$ cat config.mk
export PLATFORM = sky130hd
export DESIGN_NAME = classifier_top
export DESIGN_NICKNAME = d
export VERILOG_FILES = /design/src/common/classifier_pkg.sv /design/src/design/classifier_top.sv /design/src/design/job_control.sv /design/src/design/score/score_buffer.sv /design/src/design/score/score_unit.sv /design/src/design/transfer/file_transfer.sv /design/src/design/uart/uart_rx.sv /design/src/design/uart/uart_tx.sv
export SDC_FILE = /design/constraint.sdc
export NUM_CORES = 1
export LEC_CHECK = 0
export CAP_MARGIN = 5
export CELL_PAD_IN_SITES_DETAIL_PLACEMENT = 1
export CELL_PAD_IN_SITES_GLOBAL_PLACEMENT = 1
export CORE_MARGIN = 2
export CORE_UTILIZATION = 55
export CTS_CLUSTER_DIAMETER = 80
export DETAILED_ROUTE_END_ITERATION = 8
export DONT_BUFFER_PORTS = 1
export PLACE_DENSITY = 0.89
export SLEW_MARGIN = 20
export SYNTH_ARGS = -nofsm -noshare
export SYNTH_HDL_FRONTEND = slang
export SYNTH_HIERARCHICAL = 1
export SYNTH_SLANG_ARGS = --single-unit
$ cat constraint.sdc
create_clock -name clk -period 6.3 [get_ports clk]
set_clock_uncertainty 0.1 [all_clocks]
set_input_delay 0.315 -clock clk [delete_from_list [all_inputs] [get_ports clk]]
set_output_delay 0.315 -clock clk [all_outputs]
set_load 0.005 [all_outputs]
$ cat src/common/classifier_pkg.sv
`default_nettype none

package classifier_pkg;

    // Serial and buffer byte
    typedef logic [7:0] byte_t;

    // 20 buffer entries need 5 address bits
    typedef logic [4:0] buf_addr_t;

    typedef logic [3:0] class_idx_t;     // Class 0 to 9

    typedef logic [15:0] file_index_t;   // Host file number

    localparam int num_classes = 10;
    localparam int buf_depth = 20;       // Scores at 0..9, biases at 10..19

    // Request headers understood by the host
    localparam byte_t hdr_read = 8'd82;   // 'R'
    localparam byte_t hdr_write = 8'd87;  // 'W'

    // Job sequencer state, shown on the LEDs
    typedef enum logic [2:0] {
        idle,
        load,
        score,
        store,
        next
    } job_state_t;

    // Buffer write port, 14 bits
    typedef struct packed {
        logic en;
        buf_addr_t addr;
        byte_t data;
    } buf_wr_t;

    // Transfer request from the sequencer, 18 bits
    typedef struct packed {
        logic start;           // One cycle strobe
        logic write;           // 1 sends to host, 0 reads from host
        file_index_t index;
    } xfer_req_t;

endpackage

`default_nettype wire

$ cat src/design/classifier_top.sv
`default_nettype none

module classifier_top #(
    parameter int clks_per_bit = 5208
) (
    input  logic clk,
    input  logic reset,
    input  logic rx,
    output logic tx,
    output classifier_pkg::job_state_t state_led,
    output classifier_pkg::class_idx_t answer,
    output logic number_valid
);

    classifier_pkg::byte_t rx_data, tx_data, buf_rd_data;
    logic rx_rdy, tx_en, tx_busy;
    classifier_pkg::xfer_req_t req;
    logic xfer_done, score_start, score_done;
    classifier_pkg::class_idx_t best;
    classifier_pkg::buf_wr_t ft_wr, su_wr, buf_wr;
    classifier_pkg::buf_addr_t ft_rd_addr, su_rd_addr, buf_rd_addr;

    // Buffer owner follows the sequencer state
    always_comb begin
        case (state_led)
            classifier_pkg::load:  buf_wr = ft_wr;
            classifier_pkg::score: buf_wr = su_wr;
            default:               buf_wr = '0;
        endcase
        buf_rd_addr = (state_led == classifier_pkg::score) ? su_rd_addr : ft_rd_addr;
    end

    uart_rx #(.clks_per_bit(clks_per_bit)) u_rx (
        .clk(clk), .reset(reset), .rx(rx), .rx_data(rx_data), .rx_rdy(rx_rdy)
    );

    uart_tx #(.clks_per_bit(clks_per_bit)) u_tx (
        .clk(clk), .reset(reset), .tx_data(tx_data), .tx_en(tx_en),
        .tx(tx), .tx_busy(tx_busy)
    );

    file_transfer u_xfer (
        .clk(clk), .reset(reset), .req(req),
        .tx_data(tx_data), .tx_en(tx_en), .tx_busy(tx_busy),
        .rx_data(rx_data), .rx_rdy(rx_rdy),
        .wr(ft_wr), .rd_addr(ft_rd_addr), .rd_data(buf_rd_data), .done(xfer_done)
    );

    score_buffer u_buf (
        .clk(clk), .wr(buf_wr), .rd_addr(buf_rd_addr), .rd_data(buf_rd_data)
    );

    score_unit u_score (
        .clk(clk), .reset(reset), .start(score_start),
        .rd_addr(su_rd_addr), .rd_data(buf_rd_data), .wr(su_wr),
        .done(score_done), .best(best)
    );

    job_control u_ctrl (
        .clk(clk), .reset(reset), .req(req), .xfer_done(xfer_done),
        .score_start(score_start), .score_done(score_done), .best(best),
        .answer(answer), .number_valid(number_valid), .state_led(state_led)
    );

endmodule

`default_nettype wire

$ cat src/design/job_control.sv
`default_nettype none

module job_control (
    input  logic clk,
    input  logic reset,
    output classifier_pkg::xfer_req_t req,
    input  logic xfer_done,
    output logic score_start,
    input  logic score_done,
    input  classifier_pkg::class_idx_t best,
    output classifier_pkg::class_idx_t answer,
    output logic number_valid,
    output classifier_pkg::job_state_t state_led
);

    classifier_pkg::job_state_t state;
    logic [14:0] job_cnt;       // k
    logic start_q;

    assign state_led = state;

    // Read file is 2k, write file is 2k+1
    always_comb begin
        req.start = start_q;
        req.write = (state == classifier_pkg::store);
        req.index = {job_cnt, req.write};
    end

    always_ff @(posedge clk or posedge reset) begin
        if (reset) begin
            state <= classifier_pkg::idle;
            job_cnt <= '0;
            start_q <= 1'b0;
            score_start <= 1'b0;
            answer <= '0;
            number_valid <= 1'b0;
        end else begin
            start_q <= 1'b0;
            score_start <= 1'b0;
            number_valid <= 1'b0;
            case (state)
                classifier_pkg::idle: begin
                    state <= classifier_pkg::load;
                    start_q <= 1'b1;
                end
                classifier_pkg::load: begin
                    if (xfer_done) begin
                        state <= classifier_pkg::score;
                        score_start <= 1'b1;
                    end
                end
                classifier_pkg::score: begin
                    if (score_done) begin
                        answer <= best;
                        number_valid <= 1'b1;
                        state <= classifier_pkg::store;
                        start_q <= 1'b1;            // Write back the sums
                    end
                end
                classifier_pkg::store: begin
                    if (xfer_done) state <= classifier_pkg::next;
                end
                classifier_pkg::next: begin
                    job_cnt <= job_cnt + 1'b1;
                    state <= classifier_pkg::load;
                    start_q <= 1'b1;
                end
                default: state <= classifier_pkg::idle;
            endcase
        end
    end

    a_done_in_xfer: assert property (
        @(posedge clk) disable iff (reset)
        xfer_done |-> state inside {classifier_pkg::load, classifier_pkg::store}
    ) else $error("job_control: transfer finished outside load or store");

endmodule

`default_nettype wire

$ cat src/design/score/score_buffer.sv
`default_nettype none

module score_buffer (
    input  logic clk,
    input  classifier_pkg::buf_wr_t wr,
    input  classifier_pkg::buf_addr_t rd_addr,
    output classifier_pkg::byte_t rd_data
);

    classifier_pkg::byte_t mem [classifier_pkg::buf_depth];

    always_ff @(posedge clk) begin
        if (wr.en) begin
            mem[wr.addr] <= wr.data;
        end
        rd_data <= mem[rd_addr];    // Data one cycle after the address
    end

    // Ports come from two masters through the top level select
    a_wr_addr: assert property (
        @(posedge clk) wr.en |-> wr.addr < classifier_pkg::buf_depth
    ) else $error("score_buffer: write address out of range");

    a_rd_addr: assert property (
        @(posedge clk) !$isunknown(rd_addr) |-> rd_addr < classifier_pkg::buf_depth
    ) else $error("score_buffer: read address out of range");

endmodule

`default_nettype wire

$ cat src/design/score/score_unit.sv
`default_nettype none

module score_unit (
    input  logic clk,
    input  logic reset,
    input  logic start,
    output classifier_pkg::buf_addr_t rd_addr,
    input  classifier_pkg::byte_t rd_data,
    output classifier_pkg::buf_wr_t wr,
    output logic done,
    output classifier_pkg::class_idx_t best
);

    logic busy;
    logic phase;                        // 0 reads score, 1 reads bias
    classifier_pkg::class_idx_t idx;
    classifier_pkg::byte_t score_q;
    classifier_pkg::byte_t max_q;       // Running maximum
    classifier_pkg::byte_t sum;
    logic sum_valid;

    // Wraps at 8 bits like the host model
    assign sum = score_q + rd_data;

    // Sum of class idx-1 is ready while score idx is being read
    assign sum_valid = busy && !phase && (idx != '0);

    assign rd_addr = phase ? {1'b0, idx} + 5'(classifier_pkg::num_classes) : {1'b0, idx};

    always_comb begin
        wr.en = sum_valid;
        wr.addr = {1'b0, idx - 1'b1};   // Result goes back over the score
        wr.data = sum;
    end

    // One flush cycle at idx 10 writes the last sum, done follows
    always_ff @(posedge clk or posedge reset) begin
        if (reset) begin
            busy <= 1'b0;
            phase <= 1'b0;
            idx <= '0;
            done <= 1'b0;
            best <= '0;
            max_q <= '0;
        end else begin
            done <= 1'b0;
            if (start) begin
                busy <= 1'b1;
                phase <= 1'b0;
                idx <= '0;
                max_q <= '0;
                best <= '0;
            end else if (busy) begin
                // Strictly larger keeps the lowest index on ties
                if (sum_valid && sum > max_q) begin
                    max_q <= sum;
                    best <= idx - 1'b1;
                end
                if (phase) begin
                    phase <= 1'b0;
                    idx <= idx + 1'b1;
                end else if (idx == 4'(classifier_pkg::num_classes)) begin
                    busy <= 1'b0;
                    done <= 1'b1;
                end else begin
                    phase <= 1'b1;
                end
            end
        end
    end

    always_ff @(posedge clk) begin
        if (busy && phase) score_q <= rd_data;  // Score word arrives here
    end

endmodule

`default_nettype wire

$ cat src/design/transfer/file_transfer.sv
`default_nettype none

module file_transfer (
    input  logic clk,
    input  logic reset,
    input  classifier_pkg::xfer_req_t req,
    output classifier_pkg::byte_t tx_data,
    output logic tx_en,
    input  logic tx_busy,
    input  classifier_pkg::byte_t rx_data,
    input  logic rx_rdy,
    output classifier_pkg::buf_wr_t wr,
    output classifier_pkg::buf_addr_t rd_addr,
    input  classifier_pkg::byte_t rd_data,
    output logic done
);

    typedef enum logic [2:0] {
        ft_idle,
        ft_head,
        ft_index,
        ft_recv,
        ft_fetch,
        ft_send,
        ft_done
    } ft_state_t;

    ft_state_t state;
    logic write_q;
    classifier_pkg::file_index_t index_q;
    classifier_pkg::buf_addr_t cnt;     // Byte position, also the buffer address

    assign rd_addr = cnt;
    assign done = (state == ft_done);

    // tx_busy rises the cycle after tx_en, so one check per byte is enough
    assign tx_en = !tx_busy && (state == ft_head || state == ft_index || state == ft_send);

    always_comb begin
        case (state)
            ft_head:  tx_data = write_q ? classifier_pkg::hdr_write : classifier_pkg::hdr_read;
            ft_index: tx_data = cnt[0] ? index_q[15:8] : index_q[7:0];   // Low byte first
            default:  tx_data = rd_data;
        endcase
    end

    always_comb begin
        wr.en = (state == ft_recv) && rx_rdy;   // Host bytes elsewhere are dropped
        wr.addr = cnt;
        wr.data = rx_data;
    end

    always_ff @(posedge clk or posedge reset) begin
        if (reset) begin
            state <= ft_idle;
            write_q <= 1'b0;
            index_q <= '0;
            cnt <= '0;
        end else begin
            case (state)
                ft_idle: begin
                    if (req.start) begin
                        write_q <= req.write;
                        index_q <= req.index;
                        cnt <= '0;
                        state <= ft_head;
                    end
                end
                ft_head: begin
                    if (tx_en) state <= ft_index;
                end
                ft_index: begin
                    if (tx_en) begin
                        if (cnt[0]) begin
                            cnt <= '0;
                            state <= write_q ? ft_fetch : ft_recv;
                        end else begin
                            cnt <= cnt + 1'b1;
                        end
                    end
                end
                ft_recv: begin
                    if (rx_rdy) begin
                        if (cnt == 5'(classifier_pkg::buf_depth - 1)) begin
                            cnt <= '0;
                            state <= ft_done;
                        end else begin
                            cnt <= cnt + 1'b1;
                        end
                    end
                end
                ft_fetch: state <= ft_send;     // Buffer read latency
                ft_send: begin
                    if (tx_en) begin
                        if (cnt == 5'(classifier_pkg::num_classes - 1)) begin
                            cnt <= '0;
                            state <= ft_done;
                        end else begin
                            cnt <= cnt + 1'b1;
                            state <= ft_fetch;
                        end
                    end
                end
                ft_done: state <= ft_idle;
                default: state <= ft_idle;
            endcase
        end
    end

    a_wr_in_range: assert property (
        @(posedge clk) disable iff (reset) wr.en |-> wr.addr < classifier_pkg::buf_depth
    ) else $error("file_transfer: write address out of range");

    // The sequencer keeps one transfer in flight
    a_req_when_idle: assert property (
        @(posedge clk) disable iff (reset) req.start |-> state == ft_idle
    ) else $error("file_transfer: request while a transfer is running");

endmodule

`default_nettype wire

$ cat src/design/uart/uart_rx.sv
`default_nettype none

module uart_rx #(
    parameter int clks_per_bit = 5208
) (
    input  logic clk,
    input  logic reset,
    input  logic rx,
    output classifier_pkg::byte_t rx_data,
    output logic rx_rdy
);

    localparam int cw = $clog2(clks_per_bit + 1);

    typedef enum logic [1:0] {st_idle, st_start, st_bits, st_stop} rx_state_t;

    rx_state_t state;
    logic [1:0] rx_sync;            // Two flop synchronizer
    logic [cw-1:0] cnt;
    logic [2:0] bit_idx;
    logic bit_tick;                 // Middle of the current bit
    classifier_pkg::byte_t shift;

    assign bit_tick = (cnt == cw'(clks_per_bit - 1));

    always_ff @(posedge clk or posedge reset) begin
        if (reset) begin
            rx_sync <= 2'b11;
            state <= st_idle;
            cnt <= '0;
            bit_idx <= '0;
            rx_rdy <= 1'b0;
        end else begin
            rx_sync <= {rx_sync[0], rx};
            rx_rdy <= 1'b0;
            case (state)
                st_idle: begin
                    cnt <= '0;
                    if (!rx_sync[1]) state <= st_start;   // Falling edge of start bit
                end
                st_start: begin
                    if (cnt == cw'(clks_per_bit / 2 - 1)) begin
                        cnt <= '0;
                        bit_idx <= '0;
                        // A short glitch is not a start bit
                        state <= rx_sync[1] ? st_idle : st_bits;
                    end else begin
                        cnt <= cnt + 1'b1;
                    end
                end
                st_bits: begin
                    if (bit_tick) begin
                        cnt <= '0;
                        bit_idx <= bit_idx + 1'b1;
                        if (bit_idx == 3'd7) state <= st_stop;
                    end else begin
                        cnt <= cnt + 1'b1;
                    end
                end
                st_stop: begin
                    if (bit_tick) begin
                        rx_rdy <= rx_sync[1];   // Bad stop bit drops the frame
                        state <= st_idle;
                    end else begin
                        cnt <= cnt + 1'b1;
                    end
                end
                default: state <= st_idle;
            endcase
        end
    end

    // LSB arrives first
    always_ff @(posedge clk) begin
        if (state == st_bits && bit_tick) shift <= {rx_sync[1], shift[7:1]};
        if (state == st_stop && bit_tick && rx_sync[1]) rx_data <= shift;
    end

endmodule

`default_nettype wire

$ cat src/design/uart/uart_tx.sv
`default_nettype none

module uart_tx #(
    parameter int clks_per_bit = 5208
) (
    input  logic clk,
    input  logic reset,
    input  classifier_pkg::byte_t tx_data,
    input  logic tx_en,
    output logic tx,
    output logic tx_busy
);

    localparam int cw = $clog2(clks_per_bit + 1);

    logic [9:0] frame;      // Stop bit, data, start bit in bit 0
    logic [cw-1:0] cnt;
    logic [3:0] bit_cnt;

    // Line idles high since frame fills with ones
    assign tx = frame[0];

    always_ff @(posedge clk or posedge reset) begin
        if (reset) begin
            frame <= '1;
            cnt <= '0;
            bit_cnt <= '0;
            tx_busy <= 1'b0;
        end else if (!tx_busy) begin
            if (tx_en) begin
                frame <= {1'b1, tx_data, 1'b0};
                cnt <= '0;
                bit_cnt <= '0;
                tx_busy <= 1'b1;
            end
        end else if (cnt == cw'(clks_per_bit - 1)) begin
            cnt <= '0;
            frame <= {1'b1, frame[9:1]};
            if (bit_cnt == 4'd9) begin
                tx_busy <= 1'b0;            // Stop bit done
            end else begin
                bit_cnt <= bit_cnt + 1'b1;
            end
        end else begin
            cnt <= cnt + 1'b1;
        end
    end

    // The sender has to wait for the previous frame
    a_no_en_while_busy: assert property (
        @(posedge clk) disable iff (reset) tx_en |-> !tx_busy
    ) else $error("uart_tx: tx_en while a frame is in progress");

endmodule

`default_nettype wire

======== Word-level counts from Yosys, hierarchy flattened ========
Memories as Yosys holds them, arrays and structs flattened. A register that Yosys moved wholly into a read port is not among the register bits.
Cells that the tools add are included.
word-level totals
  register bits after elaboration ......... 142
  memory bits (writable) .................. 160
  bits of input ports ..................... 3
  output and inout port bits .............. 9
  logic and storage cells ................. 199
  memories ................................ 1
operators by class
  $add $sub $neg .......................... 10
  order comparisons ....................... 1
  equality and inequality tests ........... 39
  muxes and demuxes ....................... 85
  reduce and logical (&&, ||, !) cells .... 35
memories
  name       words  width  rd ports  clocked after memory_dff  wr ports  RTL line            source
  u_buf.mem  20     8      1         1                         1         score_buffer.sv:10  classifier_pkg::byte_t mem [classifier_pkg::buf_depth];
operator list
  kind                                                   count
  two-way mux 13 bit                                     6
  one-hot mux 13 bit (4 select lines)                    1
  two-way mux 5 bit                                      9
  two-way mux 3 bit                                      14
  two-way mux 4 bit                                      10
  two-way mux 8 bit                                      4
  two-way mux 10 bit                                     3
  one-hot mux 14 bit (2 select lines)                    1
  adder 13 x 1 -> 13 bit, second input constant          2
  equality test 13 bit, second input constant            2
  two-way mux 1 bit                                      23
  one-hot mux 5 bit (4 select lines)                     1
  inequality test 2 x 1 -> 1 bit, second input constant  9
  inequality test 2 bit, second input constant           9
  one-hot mux 3 bit (6 select lines)                     1
  one-hot mux 8 bit (2 select lines)                     1
  adder 15 x 1 -> 15 bit, second input constant          1
  equality test 3 bit, second input constant             5
  two-way mux 2 bit                                      7
  equality test 13 x 12 -> 1 bit, second input constant  1
  equality test 3 x 2 -> 1 bit, second input constant    4
  one-hot mux 3 bit (4 select lines)                     1
  AND reduction 2 bit                                    5
  AND reduction 5 bit                                    2
  26 further kinds                                       48

======== Depth between registers and ports, before layout ========
  depth after elaboration ................. 7
  depth in mapped cells ................... 12

======== Hierarchy ========
The synthesis kept the hierarchy.
by module, submodules not included
  module          instances  cells each  area each (um^2)  sequential area each (um^2)
  score_buffer    1          308         6482.5            4964.8
  score_unit      1          187         1803.0            715.7
  uart_rx         1          132         1634.1            1008.5
  file_transfer   1          160         1631.6            625.6
  uart_tx         1          153         1470.2            686.9
  job_control     1          89          1101.1            625.6
  classifier_top  1          55          390.4             0.0

======== Worst setup path before layout ========
No wires, ideal clock.
  path type ............................... register -> register
  start point ............................. register u_score.score_q[0]
  end point ............................... register u_score.max_q[2]
  setup time .............................. 0.135 ns
  arrival time ............................ 2.940 ns
  slack ................................... 3.124 ns
  stages on the path, launching flop included .. 13
  path buffers ............................ 1
  period minus slack after synthesis ...... 3.176 ns
  path through ............................ edfxtp_1 > ha_1 > fa_1 > a211oi_1 > or4b_1 > o2111ai_1 > ha_1 > o21ai_0 > o21bai_2 > or4_4 > buf_6 > a21oi_2 > nor3_1
RTL lines
  element                 RTL line          source
  from (decl)             score_unit.sv:17  classifier_pkg::byte_t score_q;
  from (signal assigned)  score_unit.sv:73  if (busy && phase) score_q <= rd_data;
  to (signal assigned)    score_unit.sv:56  max_q <= sum;
  to (decl)               score_unit.sv:18  classifier_pkg::byte_t max_q;

==> impl_metrics.env <==
export IMPL_cp_arrival_ns=4.18
export IMPL_maxCapViolCount=0
export IMPL_power_switching_mw=0.825
export IMPL_ys_warnings_count=6
export IMPL_dpl_hpwl_um=23700
export IMPL_routed_wl_um=36400
export IMPL_vias=9117
export IMPL_setup_viol=0
export IMPL_core_area_um2=26000
export IMPL_synth_compound_area_share_pct=7.86
export IMPL_path_class="reg2reg"
export IMPL_crit_path_end_kind="register"
export IMPL_p_per_area_nw_per_um2=263
export IMPL_synth_simple_area_share_pct=12.5
export IMPL_fin_tns_setup_ns=0
export IMPL_hold_viol_final=0
export IMPL_grt_max_degree=39
export IMPL_status="finished, final reports clean"
export IMPL_cts_sinks=309
export IMPL_rrSetupSlack_ns=2.44
export IMPL_p_sw_share_pct=19.9
export IMPL_clkTransAtPathRegs_ns=0.06
export IMPL_start_kind="register"
export IMPL_place_area_um2=14600
export IMPL_yosysTopAreaCell="edfxtp_1"
export IMPL_fin_crit_sh_pct=61.3
export IMPL_cp_required_ns=6.62
export IMPL_cts_inserted_buffers=34
export IMPL_synth_edf_count=184
export IMPL_synth_most_common_cell="edfxtp_1"
export IMPL_clkPwrFrac_pct=48.1
export IMPL_power_leakage_nw=5.82
export IMPL_synth_top_area_share_pct=38.1
export IMPL_synthAdderAreaFrac_pct=2.81
export IMPL_gp_congestion=0.851
export IMPL_start_util_pct=55.9
export IMPL_synth_xor_area_share_pct=2.41
export IMPL_cts_root_buf="clkbuf_16"
export IMPL_diodes=0
export IMPL_htreeDepth=2
export IMPL_drc=0
export IMPL_insertion_delay_ns=0.52
export IMPL_final_nets=1100
export IMPL_finalPower_mw=4.14
export IMPL_synth_top_family_by_area="simple AND/OR/NAND/NOR gates"
export IMPL_syn_avg_cell_area_um2=13.4
export IMPL_grt_setup_unrepaired="no"
export IMPL_drt_iter0_drc=800
export IMPL_synthMuxAreaShare_pct=10.4
export IMPL_track_usage_pct=26.7
export IMPL_final_layout_size_suffix_gt1_share_pct=13.2
export IMPL_finalCriticalPeriod_ns=3.86
export IMPL_slew_viol_final=0
export IMPL_avgViaCountPerCell=6.40
export IMPL_grt_first_pass_wirelength_um=57700
export IMPL_tritoncts="yes"
export IMPL_dr_pass1_iters=5
export IMPL_ys_types=94
export IMPL_pwr_share_comb_pct=0.4
export IMPL_cts_resized=0
export IMPL_hp_class="in2reg"
export IMPL_async_flop_share_pct=37.9
export IMPL_die_x_um=166
export IMPL_vdd_drop_max_mv=0.255
export IMPL_stdcell_area_um2=15700
export IMPL_p_int_mw=3.31
export IMPL_ys_flop_type="edfxtp_1"
export IMPL_syn_nets=1119
export IMPL_std_cell_rows=59
export IMPL_syn_inst=1084
export IMPL_fmax_mhz=259
export IMPL_cts_setup_buffers=0
export IMPL_gr_total_overflow=0
export IMPL_timing_hold_ws_ns=0.245
export IMPL_numPortBuffers=0
export IMPL_dieArea_um2=27700
export IMPL_tightest_slew_ns=1.05
export IMPL_ys_seq_area_share_pct=59.4
export IMPL_synth_seq_cells=309
export IMPL_clockBufferDepth=3
export IMPL_slew_headroom_pct=29.8
export IMPL_cts_hold_buf=2
export IMPL_io_pins=12
export IMPL_synth_common_cells="edfxtp_1 (184), dfrtp_1 (106), nor2_1 (66)"
export IMPL_post_drt_wl_per_cell_um=25.6
export IMPL_dieHeight_um=166
export IMPL_syn_to_final_growth_pct=8.27
export IMPL_worst_path_max_fanout=12
export IMPL_antenna_found_initial=0
export IMPL_ant_nets=0
export IMPL_power_frac_seq_pct=51.5
export IMPL_netlist_top_cells_area="edfxtp_1 (38%), dfrtp_1 (18%), mux4_2 (3.3%), mux2i_1 (3.0%), ha_1 (2.7%)"
export IMPL_synth_area_um2=14500
export IMPL_grt_pass1_vias=9848
## cell families (layout without fill, tap and decap cells)
family,count (synthesis),in the layout
buffers and inverters,122,127
xor gates and xnor gates,40,40
DFF,309,309
AOI/OAI and AO/OA,177,177
muxes,103,103
and+or+nand+nor,300,300
other,1,1
adders and majority gates,32,32
## layout by cell type (no fill, tap or decap), types with 7 or more instances in the layout
master     instances
edfxtp_1         184
dfrtp_1          106
nor2_1            66
a21oi_1           55
nand2_1           52
inv_1             48
mux2i_1           43
nand3_1           38
clkbuf_16         35
nand3b_1          34
o21ai_0           32
ha_1              31
xnor2_1           28
mux4_2            21
nor3_1            17
o22ai_1           17
mux2_1            17
o211ai_1          15
buf_4             14
nand2b_1          14
nand4_1           12
xor2_1            12
mux2_2            11
mux4_1            11
dfstp_2           11
o21ai_1            8
dfxtp_1            8
nor2b_1            7
a221oi_1           7
## per-layer routing
| metal | vias up | wire (um) | GRT usage [%] |
|---|---|---|---|
| met5 | - | 0 | 0 |
| met4 | 0 | 1100 | 9.63 |
| met3 | 73 | 1830 | 3.80 |
| met2 | 295 | 18600 | 45.8 |
| met1 | 4747 | 14900 | 35.1 |
| li1 | 4002 | - | - |
## worst max-delay path, cell delays in order, from the launching register on
cell and delay [ns]:
dfxtp_1 0.35, ha_1 0.25, fa_1 0.43, a211oi_1 0.30, or4b_1 0.16, o2111ai_1 0.20, ha_1 0.35, o21ai_0 0.20
o21bai_2 0.12, nor4_2 0.83, o21ai_0 0.25, a21oi_1 0.21
## sequential cells by signal, summed over array words and instances (netlist names), 2 cells and up, named ones only
| signal | cells |
|---|---|
| u_score/score_q | 8 |
| u_score/max_q | 8 |
| u_buf/mem | 160 |
| u_ctrl/job_cnt | 15 |
| u_buf/rd_data | 8 |
| u_rx/bit_idx | 3 |
| u_rx/shift | 8 |
| u_xfer/index_q | 16 |
| u_xfer/state | 3 |
| u_ctrl/state_led | 3 |
| u_tx/frame | 9 |
| u_score/idx | 4 |
| u_xfer/rd_addr | 5 |
| u_score/best | 4 |
| u_rx/rx_sync | 2 |
| u_rx/cnt | 13 |
| u_ctrl/answer | 4 |
| u_tx/bit_cnt | 4 |
| u_tx/cnt | 13 |
| u_rx/rx_data | 8 |
## cell type report
type | count | area (um^2)
multi-input combinational | 653 | 5230
sequential | 309 | 8630
timing repair buffer | 16 | 125
tap | 335 | 419
clock inverter | 17 | 180
clock buffer | 43 | 936
fill | 2495 | 10300
inverter | 51 | 191
## power groups by stage
stage / logic (mW) / clock network, mW / registers (mW)
6_report: 0.0177 / 1.99 / 2.13
5_1_grt: 0.0208 / 2.10 / 2.13
4_1_cts: 0.0188 / 2.02 / 2.13
3_5_place_dp: 0.0168 / 0 / 2.17
3_3_place_gp: 0.0160 / 0 / 2.17
2_1_floorplan: 0.0119 / 0 / 2.17
## through the flow
stage / cells / util [%] / worst slack (ns)
2_1_floorplan: 1084 / - / 3.12
3_5_place_dp: 1362 / 56.1 / 2.46
6_report: 1424 / 60.5 / 2.44
3_3_place_gp: 1362 / 56.1 / 2.65
5_1_grt: 1424 / 60.5 / 2.13
4_1_cts: 1424 / 60.5 / 2.44
## path summary, 6_finish.rpt
check / start / end / cells past startpoint
max: u_buf/rd_data[0] / u_score/best[0] / 11
min: rx / u_rx/rx_sync[0] / 1
max reg2reg: u_buf/rd_data[0] / u_score/best[0] / 11
min reg2reg: u_rx/rx_sync[0] / u_rx/rx_sync[1] / 0
max in group asynchronous: reset / u_ctrl/job_cnt[6] / 2
min in group asynchronous: reset / u_tx/bit_cnt[0] / 2
(Power assumes the default switching activity.)
